**src/gfx_settings.svh**
```systemverilog
// Widths and sizes shared by the pixel plot unit, included by every file that needs them
`ifndef GFX_SETTINGS_SVH
`define GFX_SETTINGS_SVH

// Strip geometry of the frame buffer
`define GFX_STRIP_WIDTH 128
`define GFX_STRIP_BYTES 16

// Number of strips held in the internal strip memory
`define GFX_STRIP_DEPTH 1024

// Pixel coordinates and bitmap width in pixels
`define GFX_COORD_WIDTH 16

`endif

```
**src/gfx_pkg.sv**
```systemverilog
// Types shared by the pixel plot unit, imported by the modules and the strip interface
`include "gfx_settings.svh"

package gfx_pkg;

	// Byte address into the frame buffer
	typedef logic [31:0] gfx_addr_t;

	// Coordinate, or bitmap width in pixels
	typedef logic [`GFX_COORD_WIDTH-1:0] gfx_coord_t;

	// One whole strip of packed pixels
	typedef logic [`GFX_STRIP_WIDTH-1:0] gfx_strip_t;

	// Bit index inside a strip
	typedef logic [$clog2(`GFX_STRIP_WIDTH)-1:0] gfx_bitpos_t;

	// Pixel color as seen at the ports, low bits used
	typedef logic [31:0] gfx_color_t;

	// Index into the strip memory
	typedef logic [$clog2(`GFX_STRIP_DEPTH)-1:0] gfx_strip_idx_t;

	// Color depth codes, unknown codes are treated as 16 bpp
	typedef enum logic [2:0] {
		BPP4  = 3'd0,
		BPP8  = 3'd1,
		BPP12 = 3'd2,
		BPP16 = 3'd3,
		BPP20 = 3'd4,
		BPP32 = 3'd5
	} gfx_depth_e;

	// Command sequencer states
	typedef enum logic [2:0] {
		IDLE,
		CALC,
		FETCH,
		WRITE,
		DONE
	} gfx_ctrl_state_e;

endpackage

```
**src/gfx_calc_address.sv**
```systemverilog
// Turns the held pixel coordinates into a strip byte address and the pixel's bit field for the controller
`include "gfx_settings.svh"

module gfx_calc_address (
	input  logic                 clk,
	input  gfx_pkg::gfx_addr_t   base_address_i,
	input  gfx_pkg::gfx_depth_e  color_depth_i,
	input  gfx_pkg::gfx_coord_t  bmp_width_i,
	input  gfx_pkg::gfx_coord_t  x_coord_i,
	input  gfx_pkg::gfx_coord_t  y_coord_i,
	output gfx_pkg::gfx_addr_t   address_o,
	output gfx_pkg::gfx_bitpos_t mb_o,
	output gfx_pkg::gfx_bitpos_t me_o,
	output gfx_pkg::gfx_bitpos_t ce_o
);
	import gfx_pkg::*;

	logic [15:0] coeff;
	gfx_bitpos_t bpp;
	gfx_bitpos_t cbpp;
	logic [7:0]  strip_bits;
	gfx_addr_t   strip_num65k;
	logic [15:0] strip_fract;
	logic [15:0] ndx;
	gfx_addr_t   num_strips65k;
	gfx_addr_t   strip_count;

	// ========================================================================
	// Depth lookups
	// ========================================================================

	// Reciprocal of pixels per strip with 16 fraction bits
	always_comb begin
		case (color_depth_i)
			BPP4:    coeff = 16'd2048;
			BPP8:    coeff = 16'd4096;
			BPP12:   coeff = 16'd6554;
			BPP16:   coeff = 16'd8192;
			BPP20:   coeff = 16'd10923;
			BPP32:   coeff = 16'd16384;
			default: coeff = 16'd8192;
		endcase
	end

	// Bits per pixel minus one for the mask end
	always_comb begin
		case (color_depth_i)
			BPP4:    bpp = 7'd3;
			BPP8:    bpp = 7'd7;
			BPP12:   bpp = 7'd11;
			BPP16:   bpp = 7'd15;
			BPP20:   bpp = 7'd19;
			BPP32:   bpp = 7'd31;
			default: bpp = 7'd15;
		endcase
	end

	// Color bits per pixel as the offset of the color end
	always_comb begin
		case (color_depth_i)
			BPP4:    cbpp = 7'd3;
			BPP8:    cbpp = 7'd6;
			BPP12:   cbpp = 7'd9;
			BPP16:   cbpp = 7'd12;
			BPP20:   cbpp = 7'd15;
			BPP32:   cbpp = 7'd24;
			default: cbpp = 7'd12;
		endcase
	end

	// Bits actually filled by pixels
	// 12 and 20 bpp leave the top 8 bits spare
	always_comb begin
		case (color_depth_i)
			BPP12:   strip_bits = 8'd120;
			BPP20:   strip_bits = 8'd120;
			default: strip_bits = 8'(`GFX_STRIP_WIDTH);
		endcase
	end

	// ========================================================================
	// Horizontal position
	// ========================================================================

	// Strip number in the top half and strip fraction in the bottom half
	assign strip_num65k = gfx_addr_t'(x_coord_i) * gfx_addr_t'(coeff);

	// Rounding bias so the fraction never lands just under a pixel boundary
	assign strip_fract = strip_num65k[15:0] + 16'h007F;

	// Scale the fraction by the used strip bits
	assign ndx = 16'(strip_fract[15:7]) * 16'(strip_bits);

	assign mb_o = ndx[15:9];
	assign me_o = mb_o + bpp;
	assign ce_o = mb_o + cbpp;

	// ========================================================================
	// Line offset
	// ========================================================================

	// Strips per line only moves with a mode change
	// The register splits the two multiplies
	always_ff @(posedge clk) begin
		num_strips65k <= gfx_addr_t'(bmp_width_i) * gfx_addr_t'(coeff);
	end

	// Strips ahead of this pixel from the bitmap base
	assign strip_count = gfx_addr_t'(num_strips65k[31:16]) * gfx_addr_t'(y_coord_i)
		+ gfx_addr_t'(strip_num65k[31:16]);

	assign address_o = base_address_i + strip_count * gfx_addr_t'(`GFX_STRIP_BYTES);

endmodule

```
**config.mk**
```make
export PLATFORM = sky130hd
export DESIGN_NAME = gfx_calc_address
export DESIGN_NICKNAME = d
export VERILOG_FILES = /design/src/gfx_pkg.sv /design/src/gfx_calc_address.sv
export VERILOG_INCLUDE_DIRS = /design/src
export SDC_FILE = /design/constraint.sdc
export NUM_CORES = 2
export LEC_CHECK = 0
export BUFFER_PORTS_ARGS = -buffer_cell sky130_fd_sc_hd__buf_2
export CORE_ASPECT_RATIO = 1.2
export CORE_MARGIN = 4
export CORE_UTILIZATION = 33
export CTS_BUF_LIST = sky130_fd_sc_hd__clkbuf_4
export CTS_CLUSTER_SIZE = 40
export DETAILED_ROUTE_END_ITERATION = 8
export GPL_TIMING_DRIVEN = 0
export HOLD_SLACK_MARGIN = 0.03
export PLACE_DENSITY = 0.61
export SYNTH_ARGS = -nofsm -noshare
export SYNTH_HDL_FRONTEND = slang
export SYNTH_SLANG_ARGS = --single-unit
```
**constraint.sdc**
```tcl
create_clock -name clk -period 18.2 [get_ports clk]
set_input_delay 3.64 -clock clk [delete_from_list [all_inputs] [get_ports clk]]
set_output_delay 3.64 -clock clk [all_outputs]
set_load 0.02 [all_outputs]
```
Word-level counts from Yosys, hierarchy flattened. Cells that the tools add are included.

Bits in registers: 32. Bits of input ports: 84. Output and inout bits: 53. Logic and storage cells: 20.

Add/subtract/negate cells: 5. Mux-type cells: 4. Multipliers: 4. Eq/ne operators: 4. Reduce and logical (&&, ||, !) cells: 2.

Operator list (number): 15-bit one-hot mux with 5 select lines (1); 16-bit by 16-bit multiplier with 32-bit output (2); 5-bit one-hot mux with 5 select lines (2); 32-bit adder (1); 28-bit by 16-bit adder with 28-bit output (1); 16-bit by 16-bit multiplier with 28-bit output (1); 16-bit by 7-bit adder with 16-bit output (second input constant) (1); 9-bit by 8-bit multiplier with 16-bit output (1); 7-bit adder (2); 8-bit two-way mux (1); 3-bit equality test (second input constant) (2); 3-bit by 1-bit equality test with 1-bit output (second input constant) (1); 3-bit by 2-bit equality test with 1-bit output (second input constant) (1); 3-bit zero test (1); 2-bit OR reduction (1).

Logic depth before layout (Yosys ltp).
Word-level depth: 6. Depth in mapped cells: 52. Gate-level depth less buffers: 50.

Worst setup path after synthesis. Ideal clock, no wire load.

Kind: input-to-output. Start: input port color_depth_i[1]. End: output port address_o[30]. Required time: 14560 ps. Buffers on the path: 3. Stages: 45. Arrival time: 15169 ps. Slack: -609 ps. Cells stage by stage: buf_2 > nor3b_1 > clkbuf_1 > and2_1 > or2_2 > fa_1 > inv_1 > fa_1 > fa_1 > fa_1 > fa_1 > fa_1 > inv_1 > ha_1 > a21o_1 > a21o_1 > a221o_1 > a21o_1 > (+9 left out) > inv_1 > ha_1 > buf_6 > a21o_1 > a21o_1 > a21o_1 > or4_1 > o211a_1 > a41oi_2 > inv_1 > a21oi_1 > xnor2_1 > ha_1 > or3_1 > a211o_1 > a31o_2 > a21oi_1 > xnor2_1.

Longest elaborated chain between the ends: 5. Elaborated cells on any way between the ends: 9. Classes of those cells: 2 x add/sub; 1 x mul; 4 x eq/ne; 1 x mux; 1 x reduce/logical.

Ends and longest elaborated chain: from (decl) (line gfx_calc_address.sv:7) `input gfx_pkg::gfx_depth_e color_depth_i,`; 3-bit equality test, or another cell as far along (line gfx_calc_address.sv:34) `case (color_depth_i)`; 15-bit one-hot mux with 5 select lines (*) (line gfx_calc_address.sv:34); 16-bit by 16-bit multiplier with 32-bit output (*) (line gfx_calc_address.sv:86) `assign strip_num65k = gfx_addr_t'(x_coord_i) * gfx_addr_t'(coeff);`; 28-bit by 16-bit adder with 28-bit output (*) (line gfx_calc_address.sv:110) `+ gfx_addr_t'(strip_num65k[31:16]);`; 32-bit adder (*) (line gfx_calc_address.sv:112) `` assign address_o = base_address_i + strip_count * gfx_addr_t'(`GFX_STRIP_BYTES); ``; to (decl) (line gfx_calc_address.sv:11) `output gfx_pkg::gfx_addr_t address_o,`.

Every way passes the cells marked *; elsewhere a longest branch is shown, timed or not.

Worst setup path after layout.
Start: input port color_depth_i[2]. End: output port address_o[30].

The elaborated chain is that of the path after synthesis.

==> results.cfg <==
[sta]
slew_headroom = 0.513
finalHoldViolations = 0
worst_pin_slew_ns = 0.730
fmax_ghz = 0.0528
drv_slew = 0
min_period_over_period = 1.04
holdWs_ns = 4.32
setup_viol = 10
rsz0062_at_grt = true
fin_ws_ns = -0.735
period_needed_ns = 18.94

[synth]
yosysUniqueCellTypes = 79
synth-seq-area-share = 0.0131
netlist_instances = 2694
synth_edf_count = 0
yosysMostFrequentCell = inv_1
syn_nets = 3699
netlist_top_cells_count = inv_1, fa_1, ha_1
yosysWarnings = 0
ys_ff_latch = 16
syn_avg_cell_area_sq_um = 9.11
syn_area_sq_um = 24500
synth-async-reset-ratio = 0
ys.flop_type = dfxtp_1
yosys-top-cells-area = fa_1, ha_1, inv_1
synth_top_area_cell = fa_1
synth_top_area_frac = 0.396

[layout]
largest_register_ffs = 16
drive_gt1_frac = 0.135
multiInputGateArea_sq_um = 22400
fill_cells = 7572
top_regs = num_strips65k: 16 flops
regMostFlops = num_strips65k
nNetsFinal = 3881
syn2layout_area_growth_pct = 13.0
regArea_sq_um = 320

[floorplanning]
die_x_um = 257
coreArea_sq_um = 73600
row_count = 109
io_pins = 137
die_area_sq_um = 78800
die_h_um = 307
initial_utilization = 0.333

[min_path]
worstHoldStart = bmp_width_i[15]
worstHoldPathCells = 6
min_to = num_strips65k[31]$_DFF_P_
hold_path_class = input pin to flip-flop

[drt]
ant_nets = 0
finalWirelength_mm = 61.8
drc = 0
vias_per_cell = 4.74
firstDrtPassIters = 5
drtIter0Drc = 630
wire_per_inst_um = 16.1
num_vias = 18200

[global_routing]
grt_max_degree = 11
gr-usage-all-layers = 0.156
grt_remaining_overflow = 0
antenna_found_initial = 17
grt_pass1_vias = 19400
grt_first_pass_wirelength_mm = 99.8

[worst_setup_path]
worst_setup_path_end_kind = output port
worstPathRequired_ns = 14.56
cp_data_arrival_time_ns = 15.30
critical-path-slowest-cell = fa_1
crit_path_start = color_depth_i[2]
cp_common_cell = fa_1
max_stage_delay_ns = 0.53
critPathKind = input pin to output port
crit_fanout = 8
cp-start-kind = input pin

[clocking]
clockBufferDepth = 2
cts.clk_slew.worst_paths_ns = 0.08
tritoncts = yes
root_buffer = clkbuf_4
cts_made_buffers = 3
ctsHtreeMaxLevel = 1
clock-sinks = 16

[placed_design]
portBuffers = 132
dp_hpwl_mm = 55.6
gp_routability_congestion = 0.893

[job]
maxCapViolCount = 0

[outcome]
status = complete, but fails checks
violations = negative setup slack
logic make-up (layout without fill, tap and decap cells):
kind of cell | after synthesis | after routing | synth area share
compound gates | 252 | 252 | 0.0712
buf+inv | 690 | 871 | 0.107
other cells | 0 | 11 | 0
simple gates | 687 | 687 | 0.143
mux | 5 | 5 | 0.00209
flops | 16 | 16 | 0.0131
xor+xnor | 123 | 123 | 0.0456
fa+ha+maj | 921 | 921 | 0.618
how the worst max path moves through the flow:
| stage | depth (start not counted) | slack (ns) | endpoint |
|---|---|---|---|
| detailed placement | 42 | -2.41 | address_o[30] |
| finish | 49 | -0.74 | address_o[30] |
| global route | 49 | -1.21 | address_o[31] |
| CTS | 47 | -1.11 | address_o[30] |
| global placement | 42 | -2.32 | address_o[30] |
| floorplan | 47 | 0.001 | address_o[30] |
cells in the final DEF (no fill, tap or decap), types with 47 or more instances in the layout:
cell / n
inv_1: 608
fa_1: 478
ha_1: 418
nand2_1: 264
and2_1: 186
buf_2: 115
xnor2_1: 81
buf_4: 66
nor2_1: 60
a21oi_1: 48
clkbuf_1: 47
what timing repair did:
item                       4_1_cts  5_1_grt
gates resized for setup        115       98
setup buffers                   30       18
pin swaps                       54       78
setup endpoints to repair       21       22
hold buffers                     0        0
metrics by stage:
step / setup WS [ns] / TNS, ns / instances / util / cell area, sq um
after floorplan: 0.00150 / 0 / 2694 / - / 24700
after global placement: -2.32 / -26.23 / 3769 / 0.360 / 26500
after detailed placement: -2.41 / -27.06 / 3769 / 0.360 / 26500
after CTS: -1.11 / -7.19 / 3803 / 0.369 / 27200
after global routing: -1.21 / -9.62 / 3824 / 0.376 / 27700
final: -0.735 / -3.83 / 3829 / 0.377 / 27700
per-layer routing:
layer	vias to the layer above	global-route usage	wire length [um]
li1	8712	-	-
met1	8938	0.193	25600
met2	386	0.288	31500
met3	110	0.0207	2920
met4	12	0.0367	1690
met5	-	0	66
worst max-delay path: cells and delay by family:
| kind | cells | cell delay (ns) |
|---|---|---|
| fa+ha+maj | 13 | 5.54 |
| compound gates | 13 | 2.82 |
| buf+inv | 13 | 1.44 |
| simple gates | 7 | 1.38 |
| xor+xnor | 3 | 0.47 |
layout make-up:
class,instances,area share
repair buffers,180,0.0392
clock buffers,3,0.000812
diodes,11,0.000992
inverters,620,0.0839
flip-flops and latches,16,0.0115
clock inverters,1,0.000135
multi-input cells,1988,0.808
plain buffers,67,0.0134
well taps,943,0.0425
Power is left out: the tool's default activity adds up to more than one toggle a clock period on the data nets, which glitch-free logic cannot reach.
