`src/gfx_settings.svh`:
```
// Widths and sizes shared by the pixel plot unit, included by every file that needs them
`ifndef GFX_SETTINGS_SVH
`define GFX_SETTINGS_SVH

// Strip geometry of the frame buffer
`define GFX_STRIP_WIDTH 128
`define GFX_STRIP_BYTES 16

// Number of strips held in the internal strip memory
`define GFX_STRIP_DEPTH 1024

// Pixel coordinates and bitmap width in pixels
`define GFX_COORD_WIDTH 16

`endif

```
`src/gfx_pkg.sv`:
```
// Types shared by the pixel plot unit, imported by the modules and the strip interface
`include "gfx_settings.svh"

package gfx_pkg;

	// Byte address into the frame buffer
	typedef logic [31:0] gfx_addr_t;

	// Coordinate, or bitmap width in pixels
	typedef logic [`GFX_COORD_WIDTH-1:0] gfx_coord_t;

	// One whole strip of packed pixels
	typedef logic [`GFX_STRIP_WIDTH-1:0] gfx_strip_t;

	// Bit index inside a strip
	typedef logic [$clog2(`GFX_STRIP_WIDTH)-1:0] gfx_bitpos_t;

	// Pixel color as seen at the ports, low bits used
	typedef logic [31:0] gfx_color_t;

	// Index into the strip memory
	typedef logic [$clog2(`GFX_STRIP_DEPTH)-1:0] gfx_strip_idx_t;

	// Color depth codes, unknown codes are treated as 16 bpp
	typedef enum logic [2:0] {
		BPP4  = 3'd0,
		BPP8  = 3'd1,
		BPP12 = 3'd2,
		BPP16 = 3'd3,
		BPP20 = 3'd4,
		BPP32 = 3'd5
	} gfx_depth_e;

	// Command sequencer states
	typedef enum logic [2:0] {
		IDLE,
		CALC,
		FETCH,
		WRITE,
		DONE
	} gfx_ctrl_state_e;

endpackage

```
`src/gfx_strip_if.sv`:
```
// Strip memory access bundle joining the plot controller, the merge datapath and the memory
interface gfx_strip_if;
	import gfx_pkg::*;

	// Read side, data follows rd_en by one cycle
	logic           rd_en;
	gfx_strip_idx_t rd_idx;
	gfx_strip_t     rd_data;

	// Write side, takes effect on the edge where wr_en is high
	logic           wr_en;
	gfx_strip_idx_t wr_idx;
	gfx_strip_t     wr_data;

	// Controller owns the requests and indices
	modport ctrl (
		output rd_en, rd_idx, wr_en, wr_idx
	);

	// Merge datapath turns fetched strips into write strips
	modport merge (
		input  rd_data,
		output wr_data
	);

	// Memory serves both ports
	modport mem (
		input  rd_en, rd_idx, wr_en, wr_idx, wr_data,
		output rd_data
	);

endinterface

```
`src/gfx_plot_ctrl.sv`:
```
// Command sequencer that holds operands and runs each plot or read as one read-modify-write
`include "gfx_settings.svh"

module gfx_plot_ctrl (
	input  logic                 clk,
	input  logic                 rst_n_i,
	input  logic                 plot_i,
	input  logic                 read_i,
	input  gfx_pkg::gfx_coord_t  x_i,
	input  gfx_pkg::gfx_coord_t  y_i,
	input  gfx_pkg::gfx_color_t  color_i,
	input  gfx_pkg::gfx_addr_t   base_address_i,
	input  gfx_pkg::gfx_addr_t   address_i,
	input  gfx_pkg::gfx_bitpos_t mb_i,
	input  gfx_pkg::gfx_bitpos_t me_i,
	input  gfx_pkg::gfx_bitpos_t ce_i,
	input  gfx_pkg::gfx_color_t  pixel_i,
	gfx_strip_if.ctrl            strip,
	output gfx_pkg::gfx_coord_t  x_o,
	output gfx_pkg::gfx_coord_t  y_o,
	output gfx_pkg::gfx_color_t  color_o,
	output gfx_pkg::gfx_bitpos_t mb_o,
	output gfx_pkg::gfx_bitpos_t me_o,
	output gfx_pkg::gfx_bitpos_t ce_o,
	output logic                 busy_o,
	output logic                 done_o,
	output gfx_pkg::gfx_color_t  data_o
);
	import gfx_pkg::*;

	gfx_ctrl_state_e state;
	gfx_ctrl_state_e state_nxt;
	logic            accept;
	logic            is_plot;
	gfx_addr_t       address_q;
	gfx_addr_t       byte_ofs;
	gfx_strip_idx_t  strip_idx;

	// Free in IDLE and DONE, so back to back commands need no idle cycle
	assign busy_o = (state == CALC) || (state == FETCH) || (state == WRITE);
	assign done_o = (state == DONE);
	assign accept = !busy_o && (plot_i || read_i);

	// ========================================================================
	// State machine
	// ========================================================================

	always_comb begin
		case (state)
			IDLE:    state_nxt = accept ? CALC : IDLE;
			CALC:    state_nxt = FETCH;
			FETCH:   state_nxt = WRITE;
			WRITE:   state_nxt = DONE;
			DONE:    state_nxt = accept ? CALC : IDLE;
			default: state_nxt = IDLE;
		endcase
	end

	always_ff @(posedge clk or negedge rst_n_i) begin
		if (!rst_n_i) begin
			state   <= IDLE;
			is_plot <= 1'b0;
			data_o  <= '0;
		end else begin
			state <= state_nxt;
			// Plot has priority over a simultaneous read
			if (accept) begin
				is_plot <= plot_i;
			end
			// Read result holds until the next read finishes
			if (state == WRITE && !is_plot) begin
				data_o <= pixel_i;
			end
		end
	end

	// ========================================================================
	// Operands and calculated position
	// ========================================================================

	always_ff @(posedge clk) begin
		if (accept) begin
			x_o     <= x_i;
			y_o     <= y_i;
			color_o <= color_i;
		end
		// Calculator settles during CALC from the held coordinates
		if (state == CALC) begin
			address_q <= address_i;
			mb_o      <= mb_i;
			me_o      <= me_i;
			ce_o      <= ce_i;
		end
	end

	// Memory holds strips relative to the bitmap base
	assign byte_ofs  = address_q - base_address_i;
	assign strip_idx = gfx_strip_idx_t'(byte_ofs / gfx_addr_t'(`GFX_STRIP_BYTES));

	// Fetch in FETCH, write back in WRITE for plots only
	assign strip.rd_en  = (state == FETCH);
	assign strip.rd_idx = strip_idx;
	assign strip.wr_en  = (state == WRITE) && is_plot;
	assign strip.wr_idx = strip_idx;

endmodule

```
`src/flat_wrapper.sv`:
```
// flat-port wrapper written by rule: the top's interface ports become plain ports
module gfx_plot_ctrl_flat import gfx_pkg::*;
  (clk, rst_n_i, plot_i, read_i, x_i, y_i, color_i, base_address_i, address_i, mb_i, me_i, ce_i, pixel_i, x_o, y_o, color_o, mb_o, me_o, ce_o, busy_o, done_o, data_o, strip_rd_en, strip_rd_idx, strip_wr_en, strip_wr_idx);
  gfx_strip_if strip_i ();
  input  logic clk;
  input  logic rst_n_i;
  input  logic plot_i;
  input  logic read_i;
  input  gfx_pkg::gfx_coord_t x_i;
  input  gfx_pkg::gfx_coord_t y_i;
  input  gfx_pkg::gfx_color_t color_i;
  input  gfx_pkg::gfx_addr_t base_address_i;
  input  gfx_pkg::gfx_addr_t address_i;
  input  gfx_pkg::gfx_bitpos_t mb_i;
  input  gfx_pkg::gfx_bitpos_t me_i;
  input  gfx_pkg::gfx_bitpos_t ce_i;
  input  gfx_pkg::gfx_color_t pixel_i;
  output gfx_pkg::gfx_coord_t x_o;
  output gfx_pkg::gfx_coord_t y_o;
  output gfx_pkg::gfx_color_t color_o;
  output gfx_pkg::gfx_bitpos_t mb_o;
  output gfx_pkg::gfx_bitpos_t me_o;
  output gfx_pkg::gfx_bitpos_t ce_o;
  output logic busy_o;
  output logic done_o;
  output gfx_pkg::gfx_color_t data_o;
  output wire logic [$bits(strip_i.rd_en)-1:0] strip_rd_en;
  output wire logic [$bits(strip_i.rd_idx)-1:0] strip_rd_idx;
  output wire logic [$bits(strip_i.wr_en)-1:0] strip_wr_en;
  output wire logic [$bits(strip_i.wr_idx)-1:0] strip_wr_idx;
  assign strip_rd_en = strip_i.rd_en;
  assign strip_rd_idx = strip_i.rd_idx;
  assign strip_wr_en = strip_i.wr_en;
  assign strip_wr_idx = strip_i.wr_idx;
  gfx_plot_ctrl u_core (.clk(clk), .rst_n_i(rst_n_i), .plot_i(plot_i), .read_i(read_i), .x_i(x_i), .y_i(y_i), .color_i(color_i), .base_address_i(base_address_i), .address_i(address_i), .mb_i(mb_i), .me_i(me_i), .ce_i(ce_i), .pixel_i(pixel_i), .strip(strip_i), .x_o(x_o), .y_o(y_o), .color_o(color_o), .mb_o(mb_o), .me_o(me_o), .ce_o(ce_o), .busy_o(busy_o), .done_o(done_o), .data_o(data_o));
endmodule
```
`config.mk`:
```
export PLATFORM = sky130hd
export DESIGN_NAME = gfx_plot_ctrl_flat
export DESIGN_NICKNAME = d
export VERILOG_FILES = /design/src/gfx_pkg.sv /design/src/gfx_strip_if.sv /design/src/gfx_plot_ctrl.sv /design/src/flat_wrapper.sv
export VERILOG_INCLUDE_DIRS = /design/src
export SDC_FILE = /design/constraint.sdc
export NUM_CORES = 1
export LEC_CHECK = 0
export ABC_AREA = 1
export BUFFER_PORTS_ARGS = -buffer_cell sky130_fd_sc_hd__buf_2
export CAP_MARGIN = 20
export CORE_AREA = 4 4 123 125
export CTS_BUF_LIST = sky130_fd_sc_hd__clkbuf_8
export CTS_CLUSTER_DIAMETER = 60
export DETAILED_ROUTE_END_ITERATION = 8
export DIE_AREA = 0 0 127 129
export PLACE_DENSITY = 0.72
export SLEW_MARGIN = 20
export SYNTH_ARGS = -nofsm -noshare
export SYNTH_HDL_FRONTEND = slang
export SYNTH_SLANG_ARGS = --single-unit
```
`constraint.sdc`:
```
create_clock -name clk -period 8.6 [get_ports clk]
set_input_delay 0 -clock clk [delete_from_list [all_inputs] [get_ports clk]]
set_output_delay 0 -clock clk [all_outputs]
set_load 0.005 [all_outputs]
```
* Word-level counts from Yosys, hierarchy flattened
Index checks and enable logic that the tools add are counted.
Word-level totals: register bits 135, logic and storage cells 27
Operators by class: add/subtract/negate cells 1, equality and inequality tests 4, mux-type cells 2, reduce and logical (&&, ||, !) cells 10
Operators by type and width (count):
- $sub A14 B14 Y14 | 1
- $pmux W3 S4 | 1
- $eq A3 B2 Y1 const B | 2
- $eq A3 B1 Y1 const B | 1
- $eq A3 B3 Y1 const B | 1
- $logic_and A1 B1 Y1 | 3
- $logic_not A3 Y1 | 1
- $logic_or A1 B1 Y1 | 3
- $logic_not A1 Y1 | 2
- $reduce_or A2 Y1 | 1
- $mux W1 | 1

* Longest topological paths before layout
Gate-level depths: netlist (run 1).
word-level depth 7, depth in mapped cells 11, gate-level depth less buffers 10

* Least setup slack after synthesis (run 1)
No wires, ideal clock.
path kind register -> register, start register u_core.state[2], end register u_core.address_q[0], enable pin, setup time 471 ps, data arrival time 2896 ps, data required time 8129 ps, setup slack 5233 ps, stages on the path, launching flop included 2, period minus slack after synthesis 3367 ps, path through dfrtp_1 nor3_1
Between the ends: word-level cells in the longest chain between the ends 1
RTL lines:
- start: declaration | RTL line gfx_plot_ctrl.sv:31 | gfx_ctrl_state_e state;
- start signal: assignment | RTL line gfx_plot_ctrl.sv:65 | state <= state_nxt;
- $eq A3 B1 Y1 | RTL line gfx_plot_ctrl.sv:88 | if (state == CALC) begin
- end signal: assignment | RTL line gfx_plot_ctrl.sv:89 | address_q <= address_i;
- end: declaration | RTL line gfx_plot_ctrl.sv:35 | gfx_addr_t address_q;
No other way between the ends. A chain may end at the register's enable or synchronous reset.

* Worst setup path after layout (run 1)
start register u_core.is_plot, end register u_core.data_o[18]
Between the ends: word-level cells in the longest chain between the ends 2
RTL lines:
- start: declaration | RTL line gfx_plot_ctrl.sv:34 | logic is_plot;
- start signal: assignment | RTL line gfx_plot_ctrl.sv:68 | is_plot <= plot_i;
- $logic_not A1 Y1 | RTL line gfx_plot_ctrl.sv:71 | if (state == WRITE && !is_plot) begin
- $logic_and A1 B1 Y1 | RTL line gfx_plot_ctrl.sv:71
- end signal: assignment | RTL line gfx_plot_ctrl.sv:72 | data_o <= pixel_i;
- end: declaration | RTL line gfx_plot_ctrl.sv:27 | output gfx_pkg::gfx_color_t data_o
No other way between the ends.

==> results of run 1 <==
==> cells in the mapped netlist <==
library cell / number
sky130_fd_sc_hd__inv_2: 1
sky130_fd_sc_hd__nand2_2: 1
sky130_fd_sc_hd__buf_2: 3
sky130_fd_sc_hd__o21ai_0: 2
sky130_fd_sc_hd__nor4_1: 1
sky130_fd_sc_hd__ha_1: 12
sky130_fd_sc_hd__o21bai_1: 2
sky130_fd_sc_hd__nor3_1: 4
sky130_fd_sc_hd__nand4_1: 3
sky130_fd_sc_hd__nand2_1: 136
sky130_fd_sc_hd__nor2_1: 12
sky130_fd_sc_hd__clkbuf_1: 3
sky130_fd_sc_hd__a21oi_1: 9
sky130_fd_sc_hd__xor2_1: 3
sky130_fd_sc_hd__clkinv_1: 1
sky130_fd_sc_hd__nor3_4: 1
sky130_fd_sc_hd__a21boi_0: 1
sky130_fd_sc_hd__buf_4: 13
sky130_fd_sc_hd__inv_1: 47
sky130_fd_sc_hd__nand3_1: 41
sky130_fd_sc_hd__edfxtp_1: 99
sky130_fd_sc_hd__xnor2_1: 1
sky130_fd_sc_hd__dfrtp_1: 36
==> power by group <==
group | total (uW) | switching, uW | internal, uW
Combinational | 838 | 502 | 337
Clock | 484 | 257 | 227
Sequential | 1080 | 93.0 | 989
==> metal layers <==
layer | vias up | track usage
li1 | 2283 | -
met1 | 2192 | 0.215
met2 | 248 | 0.375
met3 | 44 | 0.0706
met4 | 0 | 0.0959
met5 | - | 0
==> critical path: cells and delay by family, from the launching register on <==
family,cells,cell delay (ns)
buf+inv,1,0.79
flops,1,0.33
simple gates,3,1.20
==> flip-flops by register name, indices dropped and copies added, names as in the netlist <==
signal,cells
u_core.me_o,7
u_core.mb_o,7
u_core.x_o,16
u_core.data_o,32
u_core.ce_o,7
u_core.y_o,16
u_core.state,3
u_core.color_o,32
u_core.address_q,14
u_core.is_plot,1
==> repair_timing <==
action	in CTS	in global routing
hold buffers	134	0
endpoints found under the hold margin	169	0
resized for setup	0	0
==> stage by stage <==
stage | hold WS [ns] | setup WS, ns | total power [uW] | utilization | cells
4_1_cts | 0.168 | 6.25 | 2400 | 0.616 | 1051
6_report | 0.181 | 6.20 | 2400 | 0.616 | 1051
3_3_place_gp | 0.133 | 6.28 | 1840 | 0.493 | 885
5_1_grt | 0.224 | 6.03 | 2560 | 0.616 | 1051
2_1_floorplan | -0.296 | 5.23 | 1500 | - | 432
3_5_place_dp | 0.132 | 6.31 | 1870 | 0.493 | 885
==> final timing paths <==
check | from | end | slack, ns
max | u_core.is_plot$_DFFE_PN0P_ | u_core.data_o[18]$_DFFE_PN0P_ | 6.20
min | rst_n_i | u_core.data_o[15]$_DFFE_PN0P_ | 0.18
max reg2reg | u_core.is_plot$_DFFE_PN0P_ | u_core.data_o[18]$_DFFE_PN0P_ | 6.20
min reg2reg | u_core.data_o[23]$_DFFE_PN0P_ | u_core.data_o[23]$_DFFE_PN0P_ | 0.47
max in group asynchronous | rst_n_i | u_core.data_o[24]$_DFFE_PN0P_ | 7.90
min in group clk | color_i[24] | u_core.color_o[24]$_DFFE_PP_ | 0.26
==> layout make-up <==
type                    instances  area (um^2)
flip-flops and latches        135         3870
repair buffers                426         2810
clock inverters                15          126
clock buffers                  17          234
multi-input cells             229         1100
fillers                      1071         5330
inverters                      49          184
well taps                     180          225
==> logic make-up after synthesis <==
group           after synthesis  share of synthesized area
simple gates                199                      0.157
flops                       135                      0.735
buf+inv                      68                     0.0584
compound gates               14                     0.0147
fa+ha+maj                    12                     0.0285
xor+xnor                      4                    0.00665
==> reports/summary.txt, run 1 <==
================================================================================
Largest area contributor in the netlist ........................... sky130_fd_sc_hd__edfxtp_1
Ratio of cells with drive above 1 in the final layout .............        0.377
Number of slew-limit violations in the final report ...............            0
Die area ..........................................................  16,400 um^2
Static Leakage ....................................................   0.00417 uW
Remaining design rule violation count .............................            0
CTS sink count ....................................................          135
Fmax achieved .....................................................      417 MHz
Routed met1 length ................................................      5980 um
Number of top-level pins ..........................................          326
Final routed wirelength across all metal layers ...................    17,100 um
Total gr overflow .................................................            0
Transition at the pin with the smallest max-transition slack ......      1.04 ns
IO Port Bufs ......................................................          289
Cell chosen for the clock root .................................... sky130_fd_sc_hd__clkbuf_8
Drt first-iter violations .........................................          276
Maximum clock skew at final layout ................................    0.0172 ns
Ordered list of cells on the worst path ........................... clkinv_1 -> nand2_2 -> nand2_1 -> nand2_1
Average cell area after synthesis .................................    12.2 um^2
Cell row count ....................................................           43
Result of the run .................................................    completed
Largest net degree at the start of global routing .................           59
Netlist area before placement .....................................    5270 um^2
Type of the setup path with the least slack ....................... flip-flop to flip-flop
Number of max-cap violations ......................................            0
Highest-count cells in the layout ignoring fill and taps .......... 289 x sky130_fd_sc_hd__buf_2, 136 x sky130_fd_sc_hd__nand2_1, 134 x sky130_fd_sc_hd__dlygate4sd3_1
WL met2 ...........................................................      9080 um
Number of antenna violations at the first check in global routing .            0
Cell repeated most along the worst path ........................... sky130_fd_sc_hd__nand2_1
Number of antenna cells inserted ..................................            0
CTS tree ..........................................................        built
Share of Yosys cell area claimed by the top area cell type ........        0.564
Num CTS Buffers ...................................................           17
Combined global-route utilization of all metal layers .............        0.207
Slowest-stage cell, CP ............................................ sky130_fd_sc_hd__nand2_2
Global-route wire length before repair ............................    25,800 um
Cell types with the largest area share after synthesis ............ sky130_fd_sc_hd__edfxtp_1 56%, sky130_fd_sc_hd__dfrtp_1 17%, sky130_fd_sc_hd__nand2_1 9.7%
Number of warnings reported in the yosys synthesis log ............            0
# H-tree levels ...................................................            4
Crit path launch type .............................................    flip-flop
Final period utilization ..........................................        0.279
Largest fanout on the critical path ...............................           35
DP HPWL ...........................................................    10,600 um
Placed Instance Area ..............................................    6850 um^2
Number of vias per cell ...........................................         4.54
Logic depth of the worst register-to-register path ................            4
Final Instance Area ...............................................    8550 um^2
Slowest stage delay, CP ...........................................      0.92 ns
Clock transition at the registers of the reported paths ...........      0.08 ns
Wirelength per Cell ...............................................      16.2 um
Detailed-router iteration count before antenna repair .............            7
Starting density of the core ......................................        0.380
Worst min-delay path category ..................................... primary input to asynchronous set/reset pin
Chip Width ........................................................       127 um
Post-DRT Antenna Nets .............................................            0
Final hold violation count ........................................            0
Area inside the core boundary .....................................  13,900 um^2
Length of routed met3 wiring ......................................      1470 um
RSZ-0062 raised after global routing ..............................           no
Gate count after technology mapping ...............................          432
Routability congestion estimate ...................................        0.802
Chip height .......................................................       129 um
Area growth from synthesis to final layout ........................        62.1%
Flop and latch count out of synthesis .............................          135
Critical path arrival .............................................      2.77 ns
Final layout net count ............................................        1,055
Required time worst endpoint ......................................      8.98 ns
Setup violations, final ...........................................            0
Synthesized net count .............................................          629
Slew margin rel. ..................................................        0.303
Max clock buf depth ...............................................            2
Max layer used ....................................................         met4
Commonest non-fill, non-tap cell in the layout .................... sky130_fd_sc_hd__buf_2
Number of global-route vias before repair .........................        5,067
Sequential cell area fraction in the yosys report .................        0.735
Clk Latency, worst-skew pair ......................................      0.44 ns
Worst ir drop on vdd ..............................................       299 uV
Aggregate negative setup slack ....................................         0 ns
Total power divided by cell area ..................................  281 nW/um^2
Critical path capture point type ..................................    flip-flop
Minimum clock period after layout .................................      2.40 ns
Number of vias after detailed routing .............................        4,767
Number of distinct library cells after synthesis ..................           23
Post-CTS Setup Repair Bufs ........................................            0
================================================================================
Power figures use the tool's default switching activity.
==> run 2: changes to the inputs <==
Settings changed: CORE_AREA 4 4 123 125 to 4 4 124 126, DIE_AREA 0 0 127 129 to 0 0 128 130, PLACE_DENSITY 0.72 to 0.73.
Clock period 8.6 ns to 2 ns, I/O delays scaled along.
==> reports/summary.txt, run 2 (synthesis gave the netlist of run 1 again) <==
================================================================================
Final layout net count ............................................        1,061   +0.57%
Slowest-stage cell, CP ............................................ sky130_fd_sc_hd__edfxtp_1
Fmax achieved .....................................................      494 MHz
Final hold violation count ........................................            0   unchanged
Final period utilization ..........................................         1.01
Max layer used ....................................................         met4
Switching pwr .....................................................      4050 uW   +380%
Number of global-route vias before repair .........................        5,087   +0.39%
Type of the setup path with the least slack ....................... flip-flop to output port
Global-route wire length before repair ............................    25,800 um   +0.16%
Chip height .......................................................       130 um   +0.78%
Largest net degree at the start of global routing .................           66   +12%
CTS tree ..........................................................        built
Ratio of cells with drive above 1 in the final layout .............        0.460   +0.0829
Routability congestion estimate ...................................        0.817   +1.8%
Wirelength per Cell ...............................................      16.8 um   +3.4%
Crit path launch type .............................................    flip-flop
Clk Latency, worst-skew pair ......................................      0.44 ns   about the same
Detailed-router iteration count before antenna repair .............            7   unchanged
Chip Width ........................................................       128 um   +0.79%
Switching Share ...................................................        0.365   +0.0107
Drt first-iter violations .........................................          275   -0.36%
Total gr overflow .................................................            0   unchanged
Total power divided by cell area .................................. 1240 nW/um^2   +340%
Register share of total power .....................................        0.420   -0.030
Minimum clock period after layout .................................      2.03 ns
Setup violations, final ...........................................            4   +4
Slowest stage delay, CP ...........................................      0.43 ns   -0.49 ns
Routed met1 length ................................................      6200 um   +3.7%
Num CTS Buffers ...................................................           17   unchanged
Critical path arrival .............................................      2.03 ns   -0.74 ns
Length of routed met3 wiring ......................................      1550 um   +5.3%
Cell chosen for the clock root .................................... sky130_fd_sc_hd__clkbuf_8
IO Port Bufs ......................................................          289   unchanged
Worst ir drop on vdd ..............................................       886 uV   +200%
Maximum clock skew at final layout ................................   0.00995 ns   -0.00724 ns
Worst min-delay path category ..................................... primary input to asynchronous set/reset pin
Starting density of the core ......................................        0.368   -0.0115
P_int .............................................................      7060 uW   +350%
Number of slew-limit violations in the final report ...............            0   unchanged
Setup slack of the critical path after layout .....................   -0.0253 ns   -6.23 ns
Clock network power share .........................................        0.211   +0.010
DP HPWL ...........................................................    10,800 um   +1.5%
Required time worst endpoint ......................................      2.00 ns   -6.98 ns
Area growth from synthesis to final layout ........................        70.7%
CP top delay family ............................................... simple AND/OR/NAND/NOR gates
Worst setup slack for register-to-register paths ..................      0.41 ns   -5.79 ns
Static Leakage ....................................................   0.00426 uW   +2.1%
Registers with the most flip-flops ................................ u_core.color_o (32), u_core.data_o (32)
Part of the power in combinational logic ..........................        0.369   +0.020
WL met2 ...........................................................      9670 um   +6.5%
Ordered list of cells on the worst path ........................... ha_4 -> nand2_1 -> nand2_1 -> a21oi_2 -> nand2_2 -> nand2_2 -> nand2_2 -> nand2_2 -> nand2_2 -> buf_2
Number of top-level pins ..........................................          326   unchanged
Die area ..........................................................  16,600 um^2   +1.6%
Max clock buf depth ...............................................            2   unchanged
# H-tree levels ...................................................            4   unchanged
Slew margin rel. ..................................................        0.462   +0.159
Combined global-route utilization of all metal layers .............        0.202   -0.00431
Result of the run ................................................. complete, but fails checks
CTS sink count ....................................................          135   unchanged
Highest-count cells in the layout ignoring fill and taps .......... 287 x sky130_fd_sc_hd__buf_2, 134 x sky130_fd_sc_hd__dlygate4sd3_1, 103 x sky130_fd_sc_hd__nand2_1
Cell row count ....................................................           44   +2.3%
RSZ-0062 raised after global routing ..............................          yes
Area inside the core boundary .....................................  14,300 um^2   +3.1%
Number of antenna cells inserted ..................................            0   unchanged
Commonest non-fill, non-tap cell in the layout .................... sky130_fd_sc_hd__buf_2
Number of max-cap violations ......................................            0   unchanged
Worst hold slack ..................................................     0.218 ns   +0.0368 ns
Transition at the pin with the smallest max-transition slack ......     0.807 ns   -0.232 ns
Crit path buf inv count ...........................................            1   unchanged
Number of antenna violations at the first check in global routing .            0   unchanged
Failing checks .................................................... negative setup slack
Critical path capture point type ..................................  output port
Largest fanout on the critical path ...............................            4   -89%
Cell repeated most along the worst path ........................... sky130_fd_sc_hd__nand2_2
Clock transition at the registers of the reported paths ...........      0.09 ns   about the same
Number of vias after detailed routing .............................        4,910   +3.0%
Remaining design rule violation count .............................            0   unchanged
Number of vias per cell ...........................................         4.63   +2.0%
Post-DRT Antenna Nets .............................................            0   unchanged
Aggregate negative setup slack ....................................   -0.0687 ns   -0.0687 ns
Final routed wirelength across all metal layers ...................    17,800 um   +4.4%
================================================================================
-- run 2: changes by cell type in the layout (fill, tap and decap cells not counted), moves of 6 or more --
cell	before	now
sky130_fd_sc_hd__a21oi_1	9	3
sky130_fd_sc_hd__a21oi_2	0	6
sky130_fd_sc_hd__ha_1	12	0
sky130_fd_sc_hd__ha_4	0	11
sky130_fd_sc_hd__inv_1	46	38
sky130_fd_sc_hd__inv_2	2	9
sky130_fd_sc_hd__inv_8	0	6
sky130_fd_sc_hd__nand2_1	136	103
sky130_fd_sc_hd__nand2_2	1	30
-- run 2: timing repair --
action                     in CTS  in global routing
hold endpoints to repair      169                  0
setup buffers                   0                  2
hold buffers                  134                  0
pin swaps                       1                 14
resized for setup              12                 60
cloned                          0                  0
setup endpoints to repair      17                 20
-- run 2: power by group through the flow --
stage / Combinational, uW / Clock (uW) / Sequential (uW)
2_1_floorplan: 1690 / 0 / 4780
3_3_place_gp: 3460 / 0 / 4620
3_5_place_dp: 3530 / 0 / 4660
4_1_cts: 3800 / 2380 / 4640
5_1_grt: 4510 / 2550 / 4780
6_report: 4100 / 2340 / 4670
-- run 2: per-layer routing --
| layer | track usage | vias up |
|---|---|---|
| met4 | 0.0712 | 0 |
| met3 | 0.0716 | 40 |
| met5 | 0 | - |
| met1 | 0.225 | 2298 |
| li1 | - | 2296 |
| met2 | 0.360 | 276 |
-- run 2: path summary, 6_finish.rpt --
check	cells after the start	from	endpoint
setup / recovery	10	u_core.address_q[2]$_DFFE_PN_	strip_rd_idx[9]
hold / removal	2	rst_n_i	u_core.data_o[9]$_DFFE_PN0P_
setup reg to reg	5	u_core.state[2]$_DFF_PN0_	u_core.color_o[7]$_DFFE_PP_
hold reg to reg	2	u_core.data_o[22]$_DFFE_PN0P_	u_core.data_o[22]$_DFFE_PN0P_
max in group asynchronous	2	rst_n_i	u_core.data_o[27]$_DFFE_PN0P_
min in group clk	2	color_i[13]	u_core.color_o[13]$_DFFE_PP_
-- run 2: worst reg2reg max path, delay by kind of cell (launching register included) --
kind,cells,cell delay [ns]
AOI/OAI and AO/OA,1,0.09
buffers and inverters,3,0.48
DFF,1,0.51
and+or+nand+nor,1,0.12
-- run 2: cell type report --
cell class	count	area (um^2)
Clock inverter	15	175
Clock buffer	17	234
Timing Repair Buffer	432	2890
Multi-Input combinational cell	229	1410
Fill cell	1055	5310
Sequential cell	135	3870
Tap cell	184	230
Inverter	49	188
-- run 2: per-stage QoR --
step / area [um^2] / utilization / worst slack (ns) / power [uW] / std cells
floorplan: 5300 / - / -0.0577 / 6470 / 432
global placement: 6930 / 0.484 / 0.436 / 8080 / 893
detailed placement: 6930 / 0.484 / 0.434 / 8190 / 893
CTS: 8780 / 0.613 / 0.00546 / 10800 / 1059
global route: 9000 / 0.629 / -0.163 / 11800 / 1061
finish: 9000 / 0.629 / -0.0253 / 11100 / 1061
==> run 3: changes to the inputs <==
==> constraint.sdc (replaced) <==
create_clock -name clk -period 2 [get_ports clk]
set_input_delay 0.3 -clock clk [delete_from_list [all_inputs] [get_ports clk]]
set_output_delay 0.3 -clock clk [all_outputs]
set_load 0.005 [all_outputs]
==> reports/summary.txt, run 3 (synthesis gave the netlist of run 1 again) <==
================================================================================
Highest-count cells in the layout ignoring fill and taps .......... 284 x sky130_fd_sc_hd__buf_2, 99 x sky130_fd_sc_hd__nand2_1, 99 x sky130_fd_sc_hd__edfxtp_1
Total gr overflow .................................................            0   unchanged
Cell chosen for the clock root .................................... sky130_fd_sc_hd__clkbuf_8
Clk Latency, worst-skew pair ......................................      0.44 ns   about the same
Routability congestion estimate ...................................        0.814   -0.34%
Static Leakage ....................................................   0.00395 uW   -7.4%
Result of the run ................................................. complete, but fails checks
Setup violations, final ...........................................           20   +16
Final core occ ....................................................        0.579   -0.0496
IO Port Bufs ......................................................          289   unchanged
Global-route wire length before repair ............................    23,100 um   -10%
Number of max-cap violations ......................................            0   unchanged
DP HPWL ...........................................................    10,900 um   +0.60%
Detailed-router iteration count before antenna repair .............            4   -3
Drt first-iter violations .........................................          282   +2.5%
Combined global-route utilization of all metal layers .............        0.183   -0.0196
Placed Instance Area ..............................................    6930 um^2   unchanged
CTS sink count ....................................................          135   unchanged
Count of filler cells inserted in the layout ......................        1,160   +10%
Largest net degree at the start of global routing .................           66   unchanged
Transition at the pin with the smallest max-transition slack ......     0.801 ns   -0.00663 ns
RSZ-0062 raised after global routing ..............................          yes
Total power divided by cell area .................................. 1300 nW/um^2   +4.9%
Post-DRT Antenna Nets .............................................            0   unchanged
Worst ir drop on vdd ..............................................       718 uV   -19%
Remaining design rule violation count .............................            0   unchanged
Fmax achieved .....................................................      427 MHz   -13%
Logic depth of the worst register-to-register path ................            6   +1
Area growth from synthesis to final layout ........................        57.2%
Crit path launch type .............................................    flip-flop
Critical path arrival .............................................      2.04 ns   about the same
Minimum clock period after layout .................................      2.34 ns   +0.314 ns
Type of the setup path with the least slack ....................... flip-flop to output port
Largest fanout on the critical path ...............................            5   +1
Area inside the core boundary .....................................  14,300 um^2   unchanged
Final layout net count ............................................          989   -6.8%
Setup slack of the critical path after layout .....................    -0.340 ns   -0.314 ns
Commonest non-fill, non-tap cell in the layout .................... sky130_fd_sc_hd__buf_2
Die area ..........................................................  16,600 um^2   unchanged
Number of antenna violations at the first check in global routing .            0   unchanged
Ratio of cells with drive above 1 in the final layout .............        0.506   +0.0461
Required time worst endpoint ......................................      1.70 ns   -0.30 ns
# H-tree levels ...................................................            4   unchanged
Maximum clock skew at final layout ................................    0.0165 ns   +0.00650 ns
Chip height .......................................................       130 um   unchanged
Number of top-level pins ..........................................          326   unchanged
Final Instance Area ...............................................    8290 um^2   -7.9%
Failing checks .................................................... negative setup slack
Registers with the most flip-flops ................................ u_core.color_o (32), u_core.data_o (32)
Worst min-delay path category ..................................... primary input to flip-flop
Min-Delay Path Depth ..............................................            1
Final routed wirelength across all metal layers ...................    16,200 um   -9.1%
Slew margin rel. ..................................................        0.466   +0.00442
Starting density of the core ......................................        0.368   unchanged
Clock transition at the registers of the reported paths ...........      0.08 ns   about the same
Chip Width ........................................................       128 um   unchanged
Number of vias per cell ...........................................         4.58   -1.0%
Number of vias after detailed routing .............................        4,534   -7.7%
CTS tree ..........................................................        built
Cell row count ....................................................           44   unchanged
Num CTS Buffers ...................................................           17   unchanged
Number of global-route vias before repair .........................        4,520   -11%
Max clock buf depth ...............................................            2   unchanged
Final hold violation count ........................................            0   unchanged
Number of slew-limit violations in the final report ...............            0   unchanged
Critical path capture point type ..................................  output port
Final period utilization ..........................................         1.17   +0.157
Wirelength per Cell ...............................................      16.4 um   -2.6%
================================================================================
-- run 3: report_power, final --
| group | leakage, uW | internal [uW] | switching (uW) |
|---|---|---|---|
| registers | 0.00137 | 4250 | 413 |
| clock network | 0.000179 | 964 | 1070 |
| logic | 0.00240 | 1720 | 2320 |
-- run 3: path summary, 6_finish.rpt --
check                                                   start                             to  slack, ns
worst max-delay path            u_core.address_q[8]$_DFFE_PN_                strip_rd_idx[9]      -0.34
worst min-delay path                             address_i[6]  u_core.address_q[6]$_DFFE_PN_       0.05
worst max register to register      u_core.state[1]$_DFF_PN0_        u_core.y_o[2]$_DFFE_PP_       0.40
worst min register to register  u_core.data_o[26]$_DFFE_PN0P_  u_core.data_o[26]$_DFFE_PN0P_       0.47
max in group asynchronous                             rst_n_i  u_core.data_o[30]$_DFFE_PN0P_       0.99
min in group asynchronous                             rst_n_i   u_core.data_o[9]$_DFFE_PN0P_       0.50
-- run 3: stage by stage --
step	hold slack [ns]	instances	setup TNS, ns	setup WS, ns	power [uW]
after floorplan	0.00441	432	-3.71	-0.0577	6470
after global placement	0.431	893	0	0.0993	8080
after detailed placement	0.439	893	0	0.0742	8190
after CTS	0.000732	977	-3.85	-0.257	10600
after global routing	-0.00415	989	-6.72	-0.464	11500
final	0.0455	990	-3.92	-0.340	10700
-- run 3: critical path, stage by stage (launching register included) --
cell	delay, ns
sky130_fd_sc_hd__edfxtp_1	0.46
sky130_fd_sc_hd__ha_4	0.36
sky130_fd_sc_hd__nand2_4	0.07
sky130_fd_sc_hd__inv_4	0.06
sky130_fd_sc_hd__nand2_4	0.04
sky130_fd_sc_hd__nor3_2	0.17
sky130_fd_sc_hd__nand2_2	0.08
sky130_fd_sc_hd__nand2_2	0.08
sky130_fd_sc_hd__nand2_2	0.06
sky130_fd_sc_hd__nand2_2	0.12
sky130_fd_sc_hd__buf_6	0.11
-- run 3: final cells by class --
type	instances	area (um^2)	share of cell area
clock inverter	15	116	0.0140
antenna	1	2.50	0.000302
inverter	49	193	0.0232
tap	184	230	0.0278
timing repair buffer	360	2190	0.264
clock buffer	17	234	0.0282
sequential	135	3870	0.467
multi-input combinational	229	1450	0.175
-- run 3: timing repair --
item,in CTS,in global routing
pin swaps,8,21
hold endpoints to repair,86,11
hold buffers,51,11
setup endpoints to repair,20,20
setup buffers,1,1
gates resized for setup,50,38
-- run 3: routing by layer --
layer / share of wire / GRT usage / vias up
li1: - / - / 2145
met5: 0 / 0 / -
met3: 0.081 / 0.0671 / 27
met4: 0.022 / 0.0836 / 0
met1: 0.35 / 0.200 / 2133
met2: 0.55 / 0.318 / 229
